--- config.mk ---
export PLATFORM = sky130hd
export DESIGN_NAME = ooo_issue_top
export DESIGN_NICKNAME = d
export VERILOG_FILES = /design/src/rtl/ooo_pkg.sv /design/src/rtl/ooo_issue_top.sv /design/src/rtl/alu_unit.sv /design/src/rtl/reservation_station.sv
export SDC_FILE = /design/constraint.sdc
export NUM_CORES = 2
export LEC_CHECK = 0
export BUFFER_PORTS_ARGS = -buffer_cell sky130_fd_sc_hd__buf_4
export CAP_MARGIN = 20
export CORE_UTILIZATION = 45
export CTS_BUF_LIST = sky130_fd_sc_hd__clkbuf_4 sky130_fd_sc_hd__clkbuf_8
export CTS_CLUSTER_DIAMETER = 40
export CTS_CLUSTER_SIZE = 24
export DETAILED_ROUTE_END_ITERATION = 10
export PLACE_DENSITY_LB_ADDON = 0.2
export SETUP_SLACK_MARGIN = 0.2
export SYNTH_ARGS = -nofsm -noshare
export SYNTH_HDL_FRONTEND = slang
export SYNTH_SLANG_ARGS = --single-unit
--- constraint.sdc ---
create_clock -name clk -period 13.55 [get_ports clk]
set_input_delay 2.71 -clock clk [delete_from_list [all_inputs] [get_ports clk]]
set_output_delay 2.71 -clock clk [all_outputs]
set_load 0.02 [all_outputs]
--- src/rtl/ooo_pkg.sv ---
`default_nettype none

// shared sizes and types for the issue stage of the core
package ooo_pkg;

    localparam int num_entries = 4;            // station depth
    localparam int entry_width = 2;            // enough bits to index one entry
    localparam int age_width = entry_width + 1; // counts 0 up to num_entries inclusive
    localparam int rob_tag_len = 5;            // renamed register tag width
    localparam int xlen = 32;                  // integer data width

    // function codes understood by the alu
    typedef enum logic [2:0] {
        alu_add   = 3'd0,
        alu_sub   = 3'd1,
        alu_and   = 3'd2,
        alu_or    = 3'd3,
        alu_xor   = 3'd4,
        alu_slt   = 3'd5, // signed compare, result is 1 or 0
        alu_mul   = 3'd6, // the only two cycle operation
        alu_auipc = 3'd7  // pc plus imm, the operands are ignored
    } alu_func_t;

    // one waiting instruction inside the reservation station
    typedef struct packed {
        alu_func_t               func;
        logic [rob_tag_len-1:0]  t1;     // producer tag of the first operand
        logic [rob_tag_len-1:0]  t2;     // producer tag of the second operand
        logic [rob_tag_len-1:0]  dst;    // tag this instruction broadcasts
        logic                    ready1; // v1 holds the real operand value
        logic                    ready2; // v2 holds the real operand value
        logic [xlen-1:0]         v1;
        logic [xlen-1:0]         v2;
        logic [xlen-1:0]         pc;
        logic [xlen-1:0]         imm;
        logic [age_width-1:0]    bday;   // load order among valid entries, zero is the oldest
        logic                    valid;
    } rs_entry_t;

endpackage

`default_nettype wire
--- src/rtl/ooo_issue_top.sv ---
`timescale 1ns/1ns
`default_nettype none

// issue stage: one reservation station feeding one alu, whose broadcast is
// both the wakeup and the result
module ooo_issue_top import ooo_pkg::*; (
    input  logic                   clk,
    input  logic                   reset,
    input  logic                   load,
    input  logic                   issue_enable,
    input  alu_func_t              func,
    input  logic [rob_tag_len-1:0] t1,
    input  logic [rob_tag_len-1:0] t2,
    input  logic [rob_tag_len-1:0] dst,
    input  logic                   ready1,
    input  logic                   ready2,
    input  logic [xlen-1:0]        v1,
    input  logic [xlen-1:0]        v2,
    input  logic [xlen-1:0]        pc,
    input  logic [xlen-1:0]        imm,
    output logic                   is_full,
    output logic                   result_valid, // also the wakeup strobe
    output logic [rob_tag_len-1:0] result_tag,
    output logic [xlen-1:0]        result_value
);

    logic                   insn_ready;
    logic                   issue;
    logic                   start;
    alu_func_t              func_out;
    logic [xlen-1:0]        v1_out;
    logic [xlen-1:0]        v2_out;
    logic [xlen-1:0]        pc_out;
    logic [xlen-1:0]        imm_out;
    logic [rob_tag_len-1:0] dst_out;

    reservation_station u_station (
        .clk, .reset, .load, .issue,
        .wakeup(result_valid),
        .func, .t1, .t2, .dst, .ready1, .ready2, .v1, .v2, .pc, .imm,
        .wakeup_tag(result_tag),
        .wakeup_value(result_value),
        .insn_ready, .is_full, .start,
        .func_out, .v1_out, .v2_out, .pc_out, .imm_out, .dst_out
    );

    // the result bus goes straight back into the station as its wakeup
    alu_unit u_alu (
        .clk, .reset, .start, .insn_ready, .issue_enable,
        .func_out, .v1_out, .v2_out, .pc_out, .imm_out, .dst_out,
        .issue,
        .wakeup(result_valid),
        .wakeup_tag(result_tag),
        .wakeup_value(result_value)
    );

endmodule

`default_nettype wire

--- src/rtl/alu_unit.sv ---
`timescale 1ns/1ns
`default_nettype none

// integer alu behind the station, it also owns the issue decision and the
// single result bus that doubles as the wakeup
module alu_unit import ooo_pkg::*; (
    input  logic                   clk,
    input  logic                   reset,
    input  logic                   start,        // operands below are valid this cycle
    input  logic                   insn_ready,
    input  logic                   issue_enable, // external stall when low
    input  alu_func_t              func_out,
    input  logic [xlen-1:0]        v1_out,
    input  logic [xlen-1:0]        v2_out,
    input  logic [xlen-1:0]        pc_out,
    input  logic [xlen-1:0]        imm_out,
    input  logic [rob_tag_len-1:0] dst_out,
    output logic                   issue,
    output logic                   wakeup,
    output logic [rob_tag_len-1:0] wakeup_tag,
    output logic [xlen-1:0]        wakeup_value
);

    logic [xlen-1:0]        alu_result;  // single cycle result, or the product for a multiply
    logic                   mul_start;   // a multiply is in its first cycle
    logic                   mul_hold;
    logic                   mul_pending; // product waits in the second stage
    logic [xlen-1:0]        mul_value;
    logic [rob_tag_len-1:0] mul_tag;

    always_comb begin
        case (func_out)
            alu_add:   alu_result = v1_out + v2_out;
            alu_sub:   alu_result = v1_out - v2_out;
            alu_and:   alu_result = v1_out & v2_out;
            alu_or:    alu_result = v1_out | v2_out;
            alu_xor:   alu_result = v1_out ^ v2_out;
            alu_slt:   alu_result = ($signed(v1_out) < $signed(v2_out)) ? xlen'(1) : '0;
            alu_mul:   alu_result = v1_out * v2_out; // low half of the product only
            alu_auipc: alu_result = pc_out + imm_out;
            default:   alu_result = '0;
        endcase
    end

    assign mul_start = start && (func_out == alu_mul);

    // the cycle after a multiply belongs to its product, so nothing issues
    // at the edge that would put a second result on the bus then
    assign mul_hold = mul_start;
    assign issue    = insn_ready && issue_enable && !mul_hold;

    always_ff @(posedge clk) begin
        if (reset) begin
            mul_pending <= 1'b0;
        end else begin
            mul_pending <= mul_start;
        end
    end

    // second stage of the multiply keeps only data
    always_ff @(posedge clk) begin
        if (mul_start) begin
            mul_value <= alu_result;
            mul_tag   <= dst_out;
        end
    end

    // the two sources never overlap because of mul_hold
    assign wakeup       = (start && !mul_start) || mul_pending;
    assign wakeup_tag   = mul_pending ? mul_tag : dst_out;
    assign wakeup_value = mul_pending ? mul_value : alu_result;

endmodule

`default_nettype wire

--- src/rtl/reservation_station.sv ---
`timescale 1ns/1ns
`default_nettype none

// holds renamed instructions until both operands are known, then hands the
// oldest ready one to the alu
module reservation_station import ooo_pkg::*; (
    input  logic                   clk,
    input  logic                   reset,
    input  logic                   load,         // dispatch strobe
    input  logic                   issue,        // from the alu, already qualified
    input  logic                   wakeup,       // result broadcast valid
    input  alu_func_t              func,
    input  logic [rob_tag_len-1:0] t1,
    input  logic [rob_tag_len-1:0] t2,
    input  logic [rob_tag_len-1:0] dst,
    input  logic                   ready1,
    input  logic                   ready2,
    input  logic [xlen-1:0]        v1,
    input  logic [xlen-1:0]        v2,
    input  logic [xlen-1:0]        pc,
    input  logic [xlen-1:0]        imm,
    input  logic [rob_tag_len-1:0] wakeup_tag,
    input  logic [xlen-1:0]        wakeup_value,
    output logic                   insn_ready,   // some entry could issue this cycle
    output logic                   is_full,      // dispatcher has to hold and retry
    output logic                   start,        // one cycle pulse towards the alu
    output alu_func_t              func_out,
    output logic [xlen-1:0]        v1_out,
    output logic [xlen-1:0]        v2_out,
    output logic [xlen-1:0]        pc_out,
    output logic [xlen-1:0]        imm_out,
    output logic [rob_tag_len-1:0] dst_out
);

    rs_entry_t entries [num_entries]; // the only state besides the issue registers

    logic [age_width-1:0]   used_count; // number of valid entries
    logic [num_entries-1:0] hit1;       // first operand is filled by the current broadcast
    logic [num_entries-1:0] hit2;       // second operand is filled by the current broadcast
    logic [num_entries-1:0] ready_flags;
    logic [entry_width-1:0] sel_idx;    // oldest ready entry
    logic [age_width-1:0]   sel_age;
    logic [entry_width-1:0] free_idx;   // lowest free slot
    logic                   ld_hit1;
    logic                   ld_hit2;
    logic [age_width-1:0]   ld_age;

    // occupancy count, the station is full when every slot is taken
    always_comb begin
        used_count = '0;
        for (int i = 0; i < num_entries; i++) begin
            if (entries[i].valid) begin
                used_count = used_count + 1'b1;
            end
        end
    end

    assign is_full = (used_count == age_width'(num_entries));

    // an operand already marked ready keeps its value even if an old tag is seen again
    always_comb begin
        for (int i = 0; i < num_entries; i++) begin
            hit1[i] = wakeup && entries[i].valid && !entries[i].ready1
                      && (entries[i].t1 == wakeup_tag);
            hit2[i] = wakeup && entries[i].valid && !entries[i].ready2
                      && (entries[i].t2 == wakeup_tag);
            ready_flags[i] = entries[i].valid
                             && (entries[i].ready1 || hit1[i])
                             && (entries[i].ready2 || hit2[i]);
        end
    end

    assign insn_ready = |ready_flags; // a same cycle wakeup counts as ready

    // pick the ready entry with the smallest age, ages of valid entries are unique
    always_comb begin
        sel_idx = '0;
        sel_age = '1; // larger than any legal age
        for (int i = 0; i < num_entries; i++) begin
            if (ready_flags[i] && (entries[i].bday < sel_age)) begin
                sel_idx = entry_width'(i);
                sel_age = entries[i].bday;
            end
        end
    end

    // scan downwards so the lowest free index wins
    always_comb begin
        free_idx = '0;
        for (int i = num_entries - 1; i >= 0; i--) begin
            if (!entries[i].valid) begin
                free_idx = entry_width'(i);
            end
        end
    end

    // a new instruction may name the tag that is on the bus right now
    assign ld_hit1 = wakeup && !ready1 && (t1 == wakeup_tag);
    assign ld_hit2 = wakeup && !ready2 && (t2 == wakeup_tag);

    // when an entry leaves in the same cycle the newcomer slots in one step older
    assign ld_age = issue ? used_count - 1'b1 : used_count;

    always_ff @(posedge clk) begin
        if (reset) begin
            for (int i = 0; i < num_entries; i++) begin
                entries[i].valid <= 1'b0;
            end
            start <= 1'b0;
        end else begin
            // capture the broadcast in every waiting operand that names its tag
            for (int i = 0; i < num_entries; i++) begin
                if (hit1[i]) begin
                    entries[i].ready1 <= 1'b1;
                    entries[i].v1     <= wakeup_value;
                end
                if (hit2[i]) begin
                    entries[i].ready2 <= 1'b1;
                    entries[i].v2     <= wakeup_value;
                end
            end

            // loads are dropped while full, the dispatcher retries
            if (load && !is_full) begin
                entries[free_idx] <= '{func:   func,
                                       t1:     t1,
                                       t2:     t2,
                                       dst:    dst,
                                       ready1: ready1 || ld_hit1,
                                       ready2: ready2 || ld_hit2,
                                       v1:     ld_hit1 ? wakeup_value : v1,
                                       v2:     ld_hit2 ? wakeup_value : v2,
                                       pc:     pc,
                                       imm:    imm,
                                       bday:   ld_age,
                                       valid:  1'b1};
            end

            start <= issue;
            if (issue) begin
                entries[sel_idx].valid <= 1'b0; // slot is free after this edge
                // everything loaded after the leaving entry moves one step older
                for (int i = 0; i < num_entries; i++) begin
                    if (entries[i].valid && (entries[i].bday > sel_age)) begin
                        entries[i].bday <= entries[i].bday - 1'b1;
                    end
                end
            end
        end
    end

    // issue registers carry payload only, start alone marks them valid
    always_ff @(posedge clk) begin
        if (issue) begin
            func_out <= entries[sel_idx].func;
            // bypass the broadcast for an operand that is woken in this very cycle
            v1_out   <= hit1[sel_idx] ? wakeup_value : entries[sel_idx].v1;
            v2_out   <= hit2[sel_idx] ? wakeup_value : entries[sel_idx].v2;
            pc_out   <= entries[sel_idx].pc;
            imm_out  <= entries[sel_idx].imm;
            dst_out  <= entries[sel_idx].dst;
        end
    end

endmodule

`default_nettype wire

==> reports/qor.yml <==
placed_design:
  detailed_place_hpwl_mm: 140
  final_weighted_congestion_of_routability_driven_global_placement: 1.01
  placement.io_buffers: 190
  placed_area_um2: 61400
clock_network:
  h-tree-depth: 3
  cts.path.max_buffers: 3
  post-cts-setup-buffers: 0
  cts.hold.buffers_added: 0
  cts_made_buffers: 103
  clkLatencyLatePin_ps: 880
  post_cts_resized: 0
  clk_pin_slew_worst_paths_ps: 90
  cts_tree: "built"
  cts.sinks: 783
  root_buffer: "clkbuf_8"
synthesis:
  synth_area_leaders: "edfxtp_1 40%, fa_1 14%, ha_1 5.7%"
  synth-seq-cells: 783
  synth.yosys.seq_area_share: 0.402
  library_cells_used_by_synthesis: 92
  post-synth-top-area-fraction: 0.398
  syn_inst: 5910
  synth_enable_flop_cells: 773
  synth-main-ff-cell: "edfxtp_1"
  synth_async_sr_flop_share: 0
  mappedNetlistArea_um2: 58300
  syn_nets: 6737
  synth_area_leader_cell: "edfxtp_1"
  syn_area_cell_um2: 9.87
  synth.yosys.warnings: 0
global_routing:
  globalRouteOverflowTotal: 0
  grt_pass1_vias: 44952
  grt_first_pass_wirelength_mm: 297
  antenna_found_initial: 6
  grt_start_max_net_pins: 129
  track_usage: 0.306
worst_hold_path:
  hold_path_class: "reg2reg"
  min_from: "u_station.dst_out[3]"
  holdPathStages: 0
route:
  route.vias.total: 46194
  drtIter0Drc: 5093
  dr.pass1.iters: 6
  wl_per_cell_um: 26.1
  drt_drc: 0
  post_drt_via_cell_ratio: 5.94
  drtAntennaViolNets: 0
  detail_route.wirelength_mm: 203
pwr:
  max-vdd-ir-drop_uv: 299
  p_leak_nw: 27.5
  power.total_mw: 10.2
  power-per-cell-area_nw_per_um2: 159
critical_path:
  critical_path.endpoint: "result_value[19]"
  crit_path_max_incr_delay_ps: 900
  cp_data_required_time_ps: 10840
  worstPathArrival_ps: 10060
  reg2reg_setup_slack_ps: 3830
  largest_fanout_of_any_net_on_the_critical_path: 16
  cp-end-kind: "output port"
  crit_type: "reg2out"
  critical_path.startpoint_type: "flop"
  cp_slowest_cell: "edfxtp_1"
  cp-startpoint: "u_station.v2_out[2]"
  r2r_startpoint: "u_station.v2_out[2]"
  critical_path.reg2reg.endpoint: "u_station.v2_out[19]"
  worstRegToRegCells: 29
timing:
  finalWorstPathRequiredPeriod_ps: 12770
  fin_skew_ps: 99.3
  max_clock_freq_mhz: 78.3
  setup_viol: 0
  finalHoldWorstSlack_ps: 435
  hold_viol_final: 0
  timing.slew.headroom: 0.195
  setup-tns-final_ps: 0
  timing_max_transition_violations_final: 0
  tightest_slew_ps: 1210
  finalCritPeriodShare: 0.943
  grt_setup_unrepaired: "no"
floorplan:
  fp-row-count: 131
  die_width_um: 362
  dieHeight_um: 362
  initial_core_util: 0.455
  io-pin-count: 191
  fp.dieArea_um2: 131000
  design.core.area_um2: 128000
layout:
  final_layout_fill_cell_count: 11763
  multiInputGateArea_um2: 31000
  fin_area_um2: 63900
  layout-drive-gt1-share: 0.0996
  nets: 6775
  final-seq-area_um2: 23400
  synthToLayoutAreaGrowth_pct: 9.56
status:
  status: "finished, final reports clean"
job:
  max_cap_violations: 0
[critical path, delay by kind of cell, from the launching register on]
kind                       cells  cell delay (ps)
adders and majority gates      9             3850
AOI/OAI and AO/OA              8             2110
muxes                          2             1030
buffers and inverters          8              970
DFF                            1              900
and+or+nand+nor                2              270
[kinds of logic (layout without fill, tap and decap cells)]
family                   Yosys count  after routing  synth area share
buffers and inverters           1024           1150            0.0684
AND/OR/NAND/NOR                 1919           1919             0.149
adder cells (fa/ha/maj)          681            681             0.199
other                              0              6                 0
multiplexers                     186            186            0.0329
XOR/XNOR                         168            168            0.0252
flip-flops                       783            783             0.402
AO/OA/AOI/OAI                   1149           1149             0.124
[routing by layer]
metal  up-vias  global-route usage  part of all wire
met5         -                   0           0.00023
li1      20330                   -                 -
met3       443              0.0570             0.096
met4         8               0.132             0.044
met1     22948               0.418              0.41
met2      2465               0.476              0.45
[synthesized netlist by cell type, drive strengths merged (8+ instances only)]
library cell	instances
a211o	10
a211oi	25
a21o	60
a21oi	375
a221o	47
a221oi	22
a311o	9
a31o	10
a31oi	86
and2	182
and3	176
buf	63
clkbuf	325
clkinv	13
dfxtp	10
edfxtp	773
fa	411
ha	264
inv	623
mux2	13
mux2i	171
nand2	729
nand2b	23
nand3	85
nand4	22
nor2	559
nor2b	16
nor3	50
nor4	14
o2111ai	8
o211ai	24
o21a	27
o21ai	230
o21bai	23
o22ai	92
o31a	9
o31ai	19
o32ai	15
or2	23
or3	14
xnor2	120
xor2	48
[layout make-up]
class | count | share of cell area
Multi-Input combinational cell | 4103 | 0.486
Antenna cell | 6 | 0.000235
Clock inverter | 80 | 0.0137
Tap cell | 1729 | 0.0339
Sequential cell | 783 | 0.367
Inverter | 636 | 0.0377
Clock buffer | 113 | 0.0237
Timing Repair Buffer | 321 | 0.0384
[flip-flops by register name, summed over array words and instances, names as in the netlist]
name / cells
u_station.entries: 608
u_alu.mul_value: 32
u_station.imm_out: 32
u_station.pc_out: 32
u_station.v1_out: 32
u_station.v2_out: 32
u_alu.mul_tag: 5
u_station.dst_out: 5
u_station.func_out: 3
u_alu.mul_pending: 1
u_station.start: 1
[cell usage in the layout (no fill, tap or decap), types with 92 or more instances in the layout]
cell | synthesis | final
inv_1 | 617 | 615
o22ai_1 | 92 | 92
a21oi_1 | 374 | 374
buf_4 | 17 | 319
nor2_1 | 559 | 558
edfxtp_1 | 773 | 773
and3_1 | 176 | 176
fa_1 | 411 | 411
ha_1 | 264 | 263
o21ai_0 | 227 | 223
clkbuf_8 | 0 | 106
mux2i_1 | 170 | 168
nand2_1 | 728 | 725
xnor2_1 | 120 | 120
and2_1 | 182 | 181
[metrics by stage]
| stage | setup WS (ps) | util | instances |
|---|---|---|---|
| 5_1_grt | 626 | 0.499 | 7767 |
| 3_3_place_gp | 2050 | 0.480 | 7570 |
| 2_1_floorplan | 3210 | - | 5910 |
| 3_5_place_dp | 1930 | 0.480 | 7571 |
| 6_report | 775 | 0.499 | 7771 |
| 4_1_cts | 940 | 0.499 | 7764 |
[how the worst min path moves through the flow]
| stage | end |
|---|---|
| CTS | u_alu.mul_tag[3] |
| detailed placement | u_alu.mul_tag[1] |
| global route | u_alu.mul_tag[3] |
| global placement | u_alu.mul_tag[3] |
| finish | u_alu.mul_tag[3] |
| floorplan | u_alu.mul_tag[1] |
[power by group]
part | internal, mW | switching (mW) | leakage, nW | total [mW]
Sequential | 2.78 | 0.0333 | 7.18 | 2.82
Combinational | 2.04 | 3.25 | 19.1 | 5.29
Clock | 0.971 | 1.08 | 1.18 | 2.05
Note: power is estimated with default switching activity, not from simulation.
